===== src/source/sched_pkg.sv =====
package sched_pkg;

	// ==============================
	// Reorder buffer sizing
	// ==============================

	localparam int ROB_ENTRIES = 8;
	localparam int NDX_W = $clog2(ROB_ENTRIES);

	typedef logic [NDX_W-1:0] rob_ndx_t;

	// One bit per reorder buffer entry
	typedef logic [ROB_ENTRIES-1:0] rob_mask_t;

	// ==============================
	// Instruction classes and ports
	// ==============================

	typedef enum logic [1:0] {
		CLASS_ALU = 2'd0,
		CLASS_FC  = 2'd1,
		CLASS_MEM = 2'd2
	} op_class_t;

	// Port numbering shared by the selector and the top level
	localparam int PORT_ALU0 = 0;
	localparam int PORT_ALU1 = 1;
	localparam int PORT_FCU  = 2;
	localparam int PORT_AGEN = 3;
	localparam int NUM_PORTS = 4;

endpackage


===== src/source/entry_store.sv =====
`timescale 1ns/1ns

module entry_store (
	input  logic                 clk,
	input  logic                 rst,
	input  logic                 disp_valid_i,
	input  sched_pkg::op_class_t disp_class_i,
	input  logic                 disp_args_ready_i,
	input  logic                 wake_valid_i,
	input  sched_pkg::rob_ndx_t  wake_ndx_i,
	input  logic                 done_valid_i,
	input  sched_pkg::rob_ndx_t  done_ndx_i,
	input  sched_pkg::rob_mask_t issue_mask_i,
	output logic                 disp_ready_o,
	output sched_pkg::rob_ndx_t  head_o,
	output sched_pkg::rob_mask_t valid_o,
	output sched_pkg::rob_mask_t args_ready_o,
	output sched_pkg::rob_mask_t issued_o,
	output sched_pkg::rob_mask_t done_o,
	output sched_pkg::rob_mask_t fc_pending_o,
	output sched_pkg::rob_mask_t mem_pending_o,
	output sched_pkg::op_class_t class_o [sched_pkg::ROB_ENTRIES]
);
	import sched_pkg::*;

	rob_ndx_t       head;
	rob_ndx_t       tail;
	logic [NDX_W:0] count;
	rob_mask_t      valid;
	rob_mask_t      args_ready;
	rob_mask_t      issued;
	rob_mask_t      done;
	op_class_t      cls [ROB_ENTRIES];
	logic           disp_fire;
	logic           retire;

	assign disp_ready_o = (count != ROB_ENTRIES);
	assign disp_fire = disp_valid_i && disp_ready_o;

	// Only the head may leave, and only once its unit has reported it
	assign retire = valid[head] && done[head];

	// ==============================
	// Entry state
	// ==============================

	always_ff @(posedge clk) begin
		if (rst) begin
			head <= '0;
			tail <= '0;
			count <= '0;
			valid <= '0;
			args_ready <= '0;
			issued <= '0;
			done <= '0;
		end else begin
			if (retire) begin
				valid[head] <= 1'b0;
				head <= head + rob_ndx_t'(1);
			end
			issued <= issued | issue_mask_i;
			if (done_valid_i)
				done[done_ndx_i] <= 1'b1;
			// A new entry starts with clean issue and completion flags
			if (disp_fire) begin
				valid[tail] <= 1'b1;
				args_ready[tail] <= disp_args_ready_i;
				issued[tail] <= 1'b0;
				done[tail] <= 1'b0;
				tail <= tail + rob_ndx_t'(1);
			end
			if (wake_valid_i)
				args_ready[wake_ndx_i] <= 1'b1;
			count <= count + (NDX_W+1)'(disp_fire) - (NDX_W+1)'(retire);
		end
	end

	always_ff @(posedge clk) begin
		if (disp_fire)
			cls[tail] <= disp_class_i;
	end

	// Entries that still hold back younger ops of the same class
	always_comb begin
		for (int i = 0; i < ROB_ENTRIES; i++) begin
			fc_pending_o[i] = valid[i] && !done[i] && (cls[i] == CLASS_FC);
			mem_pending_o[i] = valid[i] && !done[i] && (cls[i] == CLASS_MEM);
		end
	end

	assign head_o = head;
	assign valid_o = valid;
	assign args_ready_o = args_ready;
	assign issued_o = issued;
	assign done_o = done;
	assign class_o = cls;

	// An accepted dispatch never lands on a live entry
	a_no_overwrite: assert property (@(posedge clk) disable iff (rst)
		disp_fire |-> !valid[tail]);

endmodule


===== src/source/entry_ready.sv =====
`timescale 1ns/1ns

module entry_ready (
	input  logic                 clk,
	input  logic                 rst,
	input  sched_pkg::rob_ndx_t  my_ndx_i,
	input  sched_pkg::rob_ndx_t  head_i,
	input  logic                 valid_i,
	input  logic                 args_ready_i,
	input  logic                 issued_i,
	input  logic                 done_i,
	input  sched_pkg::op_class_t class_i,
	input  sched_pkg::rob_mask_t fc_pending_i,
	input  sched_pkg::rob_mask_t mem_pending_i,
	output logic                 ready_o
);
	import sched_pkg::*;

	rob_ndx_t  my_age;
	rob_mask_t older;
	logic      fc_block;
	logic      mem_block;
	logic      ready_next;

	// A smaller ring distance from the head means an older entry
	always_comb begin
		my_age = my_ndx_i - head_i;
		for (int j = 0; j < ROB_ENTRIES; j++)
			older[j] = rob_ndx_t'(j - head_i) < my_age;
	end

	// Flow control and memory ops wait for every older op of their class
	assign fc_block = (class_i == CLASS_FC) && |(fc_pending_i & older);
	assign mem_block = (class_i == CLASS_MEM) && |(mem_pending_i & older);

	assign ready_next = valid_i && args_ready_i && !issued_i && !done_i
		&& !fc_block && !mem_block;

	always_ff @(posedge clk) begin
		if (rst)
			ready_o <= 1'b0;
		else
			ready_o <= ready_next;
	end

	// A ready entry cannot retire in the same cycle because retiring needs done
	a_ready_valid: assert property (@(posedge clk) disable iff (rst)
		ready_o |-> valid_i);

endmodule


===== src/source/issue_select.sv =====
`timescale 1ns/1ns

module issue_select (
	input  logic                                clk,
	input  logic                                rst,
	input  sched_pkg::rob_mask_t                ready_i,
	input  sched_pkg::op_class_t                class_i [sched_pkg::ROB_ENTRIES],
	input  sched_pkg::rob_ndx_t                 head_i,
	input  logic [sched_pkg::NUM_PORTS-1:0]     port_free_i,
	output logic [sched_pkg::NUM_PORTS-1:0]     grant_v_o,
	output sched_pkg::rob_ndx_t                 grant_ndx_o [sched_pkg::NUM_PORTS],
	output sched_pkg::rob_mask_t                issue_mask_o
);
	import sched_pkg::*;

	rob_mask_t            recent_mask;
	rob_mask_t            cand;
	logic [NUM_PORTS-1:0] open;
	logic [NUM_PORTS-1:0] next_v;
	rob_ndx_t             next_ndx [NUM_PORTS];
	rob_mask_t            next_mask;
	rob_ndx_t             slot;
	int                   pick;
	logic                 pick_ok;

	// ==============================
	// Oldest-first scan
	// ==============================

	always_comb begin
		// Ready bits lag the issued flag by two cycles so recent grants are hidden
		cand = ready_i & ~issue_mask_o & ~recent_mask;
		// A port granted last cycle has not yet dropped its free bit
		open = port_free_i & ~grant_v_o;
		next_v = '0;
		next_mask = '0;
		slot = '0;
		pick = PORT_ALU0;
		pick_ok = 1'b0;
		for (int p = 0; p < NUM_PORTS; p++)
			next_ndx[p] = '0;
		for (int k = 0; k < ROB_ENTRIES; k++) begin
			slot = rob_ndx_t'(head_i + k);
			pick = PORT_ALU0;
			pick_ok = 1'b0;
			case (class_i[slot])
				CLASS_ALU: begin
					if (open[PORT_ALU0]) begin
						pick = PORT_ALU0;
						pick_ok = 1'b1;
					end else if (open[PORT_ALU1]) begin
						pick = PORT_ALU1;
						pick_ok = 1'b1;
					end
				end
				CLASS_FC: begin
					pick = PORT_FCU;
					pick_ok = open[PORT_FCU];
				end
				CLASS_MEM: begin
					pick = PORT_AGEN;
					pick_ok = open[PORT_AGEN];
				end
				default: pick_ok = 1'b0;
			endcase
			if (cand[slot] && pick_ok) begin
				open[pick] = 1'b0;
				next_v[pick] = 1'b1;
				next_ndx[pick] = slot;
				next_mask[slot] = 1'b1;
			end
		end
	end

	always_ff @(posedge clk) begin
		if (rst) begin
			grant_v_o <= '0;
			issue_mask_o <= '0;
			recent_mask <= '0;
		end else begin
			grant_v_o <= next_v;
			issue_mask_o <= next_mask;
			recent_mask <= issue_mask_o;
		end
	end

	always_ff @(posedge clk) begin
		grant_ndx_o <= next_ndx;
	end

	a_alu_distinct: assert property (@(posedge clk) disable iff (rst)
		(grant_v_o[PORT_ALU0] && grant_v_o[PORT_ALU1])
		|-> (grant_ndx_o[PORT_ALU0] != grant_ndx_o[PORT_ALU1]));

endmodule


===== src/source/unit_port.sv =====
`timescale 1ns/1ns

module unit_port (
	input  logic                clk,
	input  logic                rst,
	input  logic                grant_v_i,
	input  sched_pkg::rob_ndx_t grant_ndx_i,
	input  logic                ack_i,
	output logic                free_o,
	output logic                req_o,
	output sched_pkg::rob_ndx_t ndx_o
);
	import sched_pkg::*;

	typedef enum logic [1:0] {
		IDLE,
		REQ,
		WAIT_ACK_LOW
	} port_state_t;

	port_state_t state;
	rob_ndx_t    ndx;
	logic        take;

	// The previous handshake must be fully closed before a new grant
	assign free_o = (state == IDLE) && !ack_i;
	assign take = free_o && grant_v_i;

	always_ff @(posedge clk) begin
		if (rst) begin
			state <= IDLE;
		end else begin
			case (state)
				IDLE:         if (take) state <= REQ;
				REQ:          if (ack_i) state <= WAIT_ACK_LOW;
				WAIT_ACK_LOW: if (!ack_i) state <= IDLE;
				default:      state <= IDLE;
			endcase
		end
	end

	always_ff @(posedge clk) begin
		if (take)
			ndx <= grant_ndx_i;
	end

	assign req_o = (state == REQ);
	assign ndx_o = ndx;

	a_ndx_hold: assert property (@(posedge clk) disable iff (rst)
		(req_o && !ack_i) |=> $stable(ndx_o));

endmodule


===== src/source/sched_top.sv =====
`timescale 1ns/1ns

module sched_top (
	input  logic                 clk,
	input  logic                 rst,
	input  logic                 disp_valid_i,
	input  sched_pkg::op_class_t disp_class_i,
	input  logic                 disp_args_ready_i,
	output logic                 disp_ready_o,
	input  logic                 wake_valid_i,
	input  sched_pkg::rob_ndx_t  wake_ndx_i,
	input  logic                 done_valid_i,
	input  sched_pkg::rob_ndx_t  done_ndx_i,
	output logic                 alu0_req_o,
	output sched_pkg::rob_ndx_t  alu0_ndx_o,
	input  logic                 alu0_ack_i,
	output logic                 alu1_req_o,
	output sched_pkg::rob_ndx_t  alu1_ndx_o,
	input  logic                 alu1_ack_i,
	output logic                 fcu_req_o,
	output sched_pkg::rob_ndx_t  fcu_ndx_o,
	input  logic                 fcu_ack_i,
	output logic                 agen_req_o,
	output sched_pkg::rob_ndx_t  agen_ndx_o,
	input  logic                 agen_ack_i
);
	sched_pkg::rob_ndx_t             head;
	sched_pkg::rob_mask_t            valid;
	sched_pkg::rob_mask_t            args_ready;
	sched_pkg::rob_mask_t            issued;
	sched_pkg::rob_mask_t            done;
	sched_pkg::rob_mask_t            fc_pending;
	sched_pkg::rob_mask_t            mem_pending;
	sched_pkg::rob_mask_t            ready;
	sched_pkg::rob_mask_t            issue_mask;
	sched_pkg::op_class_t            ent_class [sched_pkg::ROB_ENTRIES];
	logic [sched_pkg::NUM_PORTS-1:0] port_free;
	logic [sched_pkg::NUM_PORTS-1:0] grant_v;
	logic [sched_pkg::NUM_PORTS-1:0] port_req;
	logic [sched_pkg::NUM_PORTS-1:0] port_ack;
	sched_pkg::rob_ndx_t             grant_ndx [sched_pkg::NUM_PORTS];
	sched_pkg::rob_ndx_t             port_ndx [sched_pkg::NUM_PORTS];

	entry_store u_store (
		.clk, .rst, .disp_valid_i, .disp_class_i, .disp_args_ready_i,
		.wake_valid_i, .wake_ndx_i, .done_valid_i, .done_ndx_i,
		.issue_mask_i(issue_mask), .disp_ready_o, .head_o(head), .valid_o(valid),
		.args_ready_o(args_ready), .issued_o(issued), .done_o(done),
		.fc_pending_o(fc_pending), .mem_pending_o(mem_pending), .class_o(ent_class)
	);

	// One readiness cell per reorder buffer entry
	for (genvar g = 0; g < sched_pkg::ROB_ENTRIES; g++) begin : g_cell
		entry_ready u_ready (
			.clk, .rst, .my_ndx_i(sched_pkg::rob_ndx_t'(g)), .head_i(head),
			.valid_i(valid[g]), .args_ready_i(args_ready[g]), .issued_i(issued[g]),
			.done_i(done[g]), .class_i(ent_class[g]), .fc_pending_i(fc_pending),
			.mem_pending_i(mem_pending), .ready_o(ready[g])
		);
	end

	issue_select u_select (
		.clk, .rst, .ready_i(ready), .class_i(ent_class), .head_i(head),
		.port_free_i(port_free), .grant_v_o(grant_v), .grant_ndx_o(grant_ndx),
		.issue_mask_o(issue_mask)
	);

	for (genvar p = 0; p < sched_pkg::NUM_PORTS; p++) begin : g_port
		unit_port u_port (
			.clk, .rst, .grant_v_i(grant_v[p]), .grant_ndx_i(grant_ndx[p]),
			.ack_i(port_ack[p]), .free_o(port_free[p]), .req_o(port_req[p]),
			.ndx_o(port_ndx[p])
		);
	end

	assign port_ack[sched_pkg::PORT_ALU0] = alu0_ack_i;
	assign port_ack[sched_pkg::PORT_ALU1] = alu1_ack_i;
	assign port_ack[sched_pkg::PORT_FCU] = fcu_ack_i;
	assign port_ack[sched_pkg::PORT_AGEN] = agen_ack_i;

	assign alu0_req_o = port_req[sched_pkg::PORT_ALU0];
	assign alu0_ndx_o = port_ndx[sched_pkg::PORT_ALU0];
	assign alu1_req_o = port_req[sched_pkg::PORT_ALU1];
	assign alu1_ndx_o = port_ndx[sched_pkg::PORT_ALU1];
	assign fcu_req_o = port_req[sched_pkg::PORT_FCU];
	assign fcu_ndx_o = port_ndx[sched_pkg::PORT_FCU];
	assign agen_req_o = port_req[sched_pkg::PORT_AGEN];
	assign agen_ndx_o = port_ndx[sched_pkg::PORT_AGEN];

endmodule


===== config.mk =====
export PLATFORM = sky130hd
export DESIGN_NAME = sched_top
export DESIGN_NICKNAME = d
export VERILOG_FILES = /design/src/source/sched_pkg.sv /design/src/source/entry_store.sv /design/src/source/entry_ready.sv /design/src/source/issue_select.sv /design/src/source/unit_port.sv /design/src/source/sched_top.sv
export SDC_FILE = /design/constraint.sdc
export NUM_CORES = 1
export LEC_CHECK = 0
export BUFFER_PORTS_ARGS = -buffer_cell sky130_fd_sc_hd__clkbuf_2
export CAP_MARGIN = 30
export CELL_PAD_IN_SITES_DETAIL_PLACEMENT = 0
export CELL_PAD_IN_SITES_GLOBAL_PLACEMENT = 1
export CORE_ASPECT_RATIO = 1.2
export CORE_MARGIN = 2
export CORE_UTILIZATION = 40
export CTS_BUF_LIST = sky130_fd_sc_hd__clkbuf_4 sky130_fd_sc_hd__clkbuf_8
export DETAILED_ROUTE_END_ITERATION = 8
export PLACE_DENSITY_LB_ADDON = 0.1
export SYNTH_ARGS = -nofsm -noshare
export SYNTH_HDL_FRONTEND = slang
export SYNTH_SLANG_ARGS = --single-unit

===== constraint.sdc =====
create_clock -name clk -period 19.85 [get_ports clk]
set_input_delay 3.97 -clock clk [delete_from_list [all_inputs] [get_ports clk]]
set_output_delay 3.97 -clock clk [all_outputs]
set_load 0.02 [all_outputs]

After elaboration in Yosys (flattened, before gate mapping)
Cells that the tools add are included.
Word-level totals
  word-level logic and storage cells: 731
  register bits after elaboration: 118
  output and inout port bits: 17
Operators by class
  mux-type cells: 214
  bitwise gates (word level): 77
  reductions and logical operators: 194
  $add $sub $neg: 27
  $lt $le $gt $ge: 128
  eq/ne operators: 53
Operators by type and width (count)
  $pmux W32 S3: 8
  $ge A32 B1 Y1 const B: 8
  $ge A32 B3 Y1 const B: 8
  $lt A32 B1 Y1 const B: 8
  $lt A32 B4 Y1 const B: 8
  $mux W32: 8
  $not A32 Y32: 8
  $lt A3 B3 Y1: 64
  $and A8 B8 Y8: 21
  $mux W8: 18
  $reduce_or A8 Y1: 16
  $logic_and A1 B1 Y1: 126
  $mux W12: 8
  $or A8 B8 Y8: 11
  $bwmux W12: 7
  $mux W4: 15
  $mux W2: 29
  $mux W1: 53
  $bmux W2 S3: 8
  $demux W3 S2: 8
  $lt A3 B4 Y1 const B: 11
  $eq A2 B1 Y1 const B: 20
  $eq A2 B2 Y1 const B: 20
  $ge A4 B4 Y1 const B: 9
  31 further kinds: 193

Logic depth before layout (Yosys ltp)
  depth in word-level cells: 83
  depth in mapped cells: 31

Modules after synthesis
From an unflattened synthesis, not the netlist that was laid out.
Unflattened totals
  cells, all modules: 1648
  area total of the unflattened synthesis: 13885.8 µm²
By module, submodules not included
  issue_select: times used 1, cells each 724, area an instance 5534.1 µm²
  entry_ready: times used 8, cells each 79, area an instance 621.8 µm²
  entry_store: times used 1, cells each 242, area an instance 2623.8 µm²
  unit_port: times used 4, cells each 12, area an instance 186.4 µm²
  sched_top: times used 1, cells each 2, area an instance 7.5 µm²

Worst setup path after synthesis
Ideal clock, no wire load.
  kind: input-to-reg
  start: in fcu_ack_i
  end: reg u_select.grant_ndx_o[7] (netlist bit)
  library setup time: 0.123 ns
  path buffers: 1
  arrival time: 8.953 ns
  cell stages on the path: 20
  setup slack: 10.774 ns
  path through: nor4_2 a22oi_1 a211oi_2 nand2_1 o211a_1 a211oi_1 nor2_1 a211o_1 and4_4 and2_4 o311a_1 buf_6 o211a_1 nand3_1 nor4b_2 a211oi_1 a221oi_1 nand2_1 nand3_1 mux2_1
RTL lines
  from (decl): line sched_top.sv:22  | input logic fcu_ack_i,
  to (signal assigned): line issue_select.sv:88  | grant_ndx_o <= next_ndx;
  to (decl): line issue_select.sv:11  | output sched_pkg::rob_ndx_t grant_ndx_o [sched_pkg::NUM_PORTS],

==> impl_metrics.json <==
{
  "status": "finished, final reports clean",
  "synth_flop_cell": "dfxtp_1",
  "wirelength_um": 40340,
  "insertion_delay_ns": 0.43,
  "vdd_ir_drop_max_uv": 45.32,
  "drc": 0,
  "arrival_ns": 10.50,
  "worst_slew_pin_slew_ns": 1.066,
  "critPathRequiredTime_ns": 20.14,
  "cts.root.buffer_cell": "clkbuf_8",
  "vias": 10210,
  "r2r_start": "u_store.head_o[1]$_SDFFE_PP0P_",
  "ys_types": 99,
  "finalHoldViolations": 0,
  "p_per_area_mw_per_mm2": 54.04,
  "post_cts.repair.setup_buffers": 0,
  "dp_hpwl_um": 30960,
  "maxCapViolCount": 0,
  "nNetsFinal": 1355,
  "initial_core_util_pct": 40.69,
  "finClkSkew_ns": 0.01593,
  "rsz0062_at_grt": "no",
  "grt_overflow_total": 0,
  "place_congestion": 0.9403,
  "ys_async_sr_fraction_pct": 0,
  "area_growth_pct": 8.486,
  "end_kind": "register",
  "cts-resized-gates": 0,
  "grt_usage_pct": 29.67,
  "mappedNetlistArea_mm2": 0.01039,
  "synth_cells": 1248,
  "drt_iter0_markers": 768,
  "setup_tns_ns": 0,
  "clock_path_buffers": 2,
  "drv_slew": 0,
  "antenna_found_initial": 0,
  "synth-edff-count": 28,
  "yosysWarnings": 0,
  "htreeDepth": 4,
  "postSynthAreaPerCell_um2": 8.329,
  "final_util_pct": 44.15,
  "finalCritPeriodShare_pct": 51.45,
  "clkSinkCount": 118,
  "die_area_mm2": 0.02730,
  "dr.pass1.iters": 6,
  "die_y_um": 180.6,
  "drive_gt1_share_pct": 12.52,
  "n_antenna_cell": 0,
  "holdCritStartpoint": "u_select.grant_ndx_o[3]$_DFF_P_",
  "ioPinCount": 35,
  "core_mm2": 0.02554,
  "crit_type": "in2reg",
  "synthesis.nets": 1346,
  "multi_input_area_mm2": 0.007287,
  "die_w_um": 151.2,
  "clkTransAtPathRegs_ns": 0.08,
  "portBuffers": 34,
  "ant_nets": 0,
  "grt_pass1_wl_um": 60820,
  "viasPerCell": 6.383,
  "ctsHoldBuffers": 0,
  "leakagePower_nw": 4.218,
  "setup_violations": 0,
  "grt_pass1_vias": 10080,
  "fin_crit_ns": 10.21,
  "start_kind": "primary input",
  "regArea_mm2": 0.002645,
  "hp-class": "reg2reg",
  "grt_start_max_net_pins": 52,
  "synth_seq_cells": 118,
  "setup.worst_path.start": "alu1_ack_i",
  "relSlewSlack_pct": 28.32,
  "fp-row-count": 64,
  "largest_register_ffs": 16,
  "synth_seq_area_share_pct": 25.42,
  "drt-wirelength-per-cell_um": 25.21,
  "numCtsBuffers": 17,
  "cts_tree": "yes",
  "n_fill_cell": 2575,
  "timing.fmax_mhz": 97.92,
  "crit_path_max_fanout": 10
}
-- layout make-up --
type                            instances  share of cell area (%)
Clock inverter                         15                   1.698
Inverter                               55                   1.831
Sequential cell                       118                   23.45
Timing Repair Buffer                   51                   2.663
Clock buffer                           17                   2.075
Multi-Input combinational cell       1014                   64.62
Tap cell                              330                   3.661
-- placed cells by master (no fill, tap or decap), types with 7 or more instances in the layout --
master	instances
a21o_1	8
a22oi_1	16
o221ai_1	10
ha_1	79
nand2_1	110
mux2i_1	41
buf_4	15
or2_2	7
clkbuf_2	34
and3_1	10
a21oi_1	79
nand4_1	8
nor2b_1	29
o21a_1	7
nor3b_1	20
o22ai_1	21
and2_1	11
nor3_1	46
o21ai_0	51
a221oi_1	14
nand3b_1	8
o211ai_1	21
nand3_1	41
nor2_1	127
inv_1	49
clkbuf_8	17
nand2b_1	23
mux4_2	26
dfxtp_1	88
a211oi_1	18
edfxtp_1	28
mux2_2	9
a31oi_1	27
nor4_1	7
-- report_power, final --
part | leakage (nW) | total (mW) | internal, mW | switching (mW)
Sequential | 0.999 | 0.264 | 0.254 | 0.00987
Combinational | 3.01 | 0.108 | 0.0398 | 0.0678
Clock | 0.210 | 0.238 | 0.128 | 0.110
-- final timing paths --
| path | to | slack (ns) | cells past startpoint |
|---|---|---|---|
| setup / recovery | u_select.grant_ndx_o[9]$_DFF_P_ | 9.64 | 20 |
| hold / removal | g_port[2].u_port.ndx_o[0]$_DFFE_PP_ | 0.41 | 0 |
| hold reg to reg | g_port[2].u_port.ndx_o[0]$_DFFE_PP_ | 0.41 | 0 |
| setup reg to reg | u_select.grant_ndx_o[9]$_DFF_P_ | 9.88 | 29 |
-- cell families after synthesis --
family          Yosys count  share of synthesized area (%)
flops                   118                          25.42
buf+inv                 116                          4.478
mux                      78                          10.80
xor+xnor                  8                         0.6741
simple gates            490                          24.78
compound gates          358                          24.15
fa+ha+maj                80                          9.702
-- per-layer routing --
layer  share of wire [%]  vias up  routed length [µm]  GRT usage, %
li1                    -     4723                   -             -
met1                  40     4941               16000         35.05
met2                  50      412               20200         52.04
met3                 4.4      136                1779         3.038
met4                 5.9        0                2366         16.22
met5                   0        -                   0             0
-- synth_stat cells, types with 8 or more instances --
master / instances / area share, %
nand3b_1: 8 / 0.58
mux2_2: 9 / 0.97
mux2i_1: 41 / 3.9
nand4_1: 8 / 0.48
buf_1: 10 / 0.36
clkbuf_1: 44 / 1.6
edfxtp_1: 28 / 8.1
nand2b_1: 23 / 1.4
dfxtp_1: 90 / 17
ha_1: 79 / 9.5
and3_1: 10 / 0.60
a21oi_1: 79 / 3.8
nor3_1: 46 / 2.2
nor2_1: 127 / 4.6
a31oi_1: 27 / 1.6
o22ai_1: 21 / 1.3
a21o_1: 8 / 0.58
a211oi_1: 18 / 1.3
nor3b_1: 20 / 1.4
inv_1: 49 / 1.8
o21ai_0: 51 / 2.5
nand2_1: 110 / 4.0
a221oi_1: 14 / 1.2
a22oi_1: 16 / 1.2
mux4_2: 26 / 5.6
o211ai_1: 21 / 1.5
and2_1: 11 / 0.66
nand3_1: 41 / 2.0
nor2b_1: 29 / 1.7
o221ai_1: 10 / 0.84
-- critical path: stages --
cell,delay (ns)
clkbuf_2,0.13
nor4_4,0.48
o21ai_2,0.20
a211oi_2,0.45
nand2_1,0.27
o211a_1,0.32
a211oi_1,0.29
nor2_1,0.16
a21boi_1,0.42
o21ai_0,0.22
a32o_1,0.30
o311ai_1,0.56
o211ai_1,0.23
nand3_1,0.24
nor4b_2,0.39
a211oi_1,0.22
a221oi_1,0.64
nand2_1,0.34
a31oi_1,0.26
mux2i_1,0.39
-- per-stage QoR --
step	std cells	hold WS, ns	area (µm²)	total power, mW	worst slack (ns)
global route	1600	0.4257	11280	0.6354	9.015
global placement	1565	0.4169	10830	0.3745	9.453
floorplan	1248	0.3855	10400	0.3422	10.77
CTS	1599	0.4186	11260	0.6137	9.838
detailed placement	1567	0.4000	10840	0.3752	9.417
finish	1600	0.4139	11280	0.6094	9.638
Note: power is estimated with default switching activity, not from simulation.
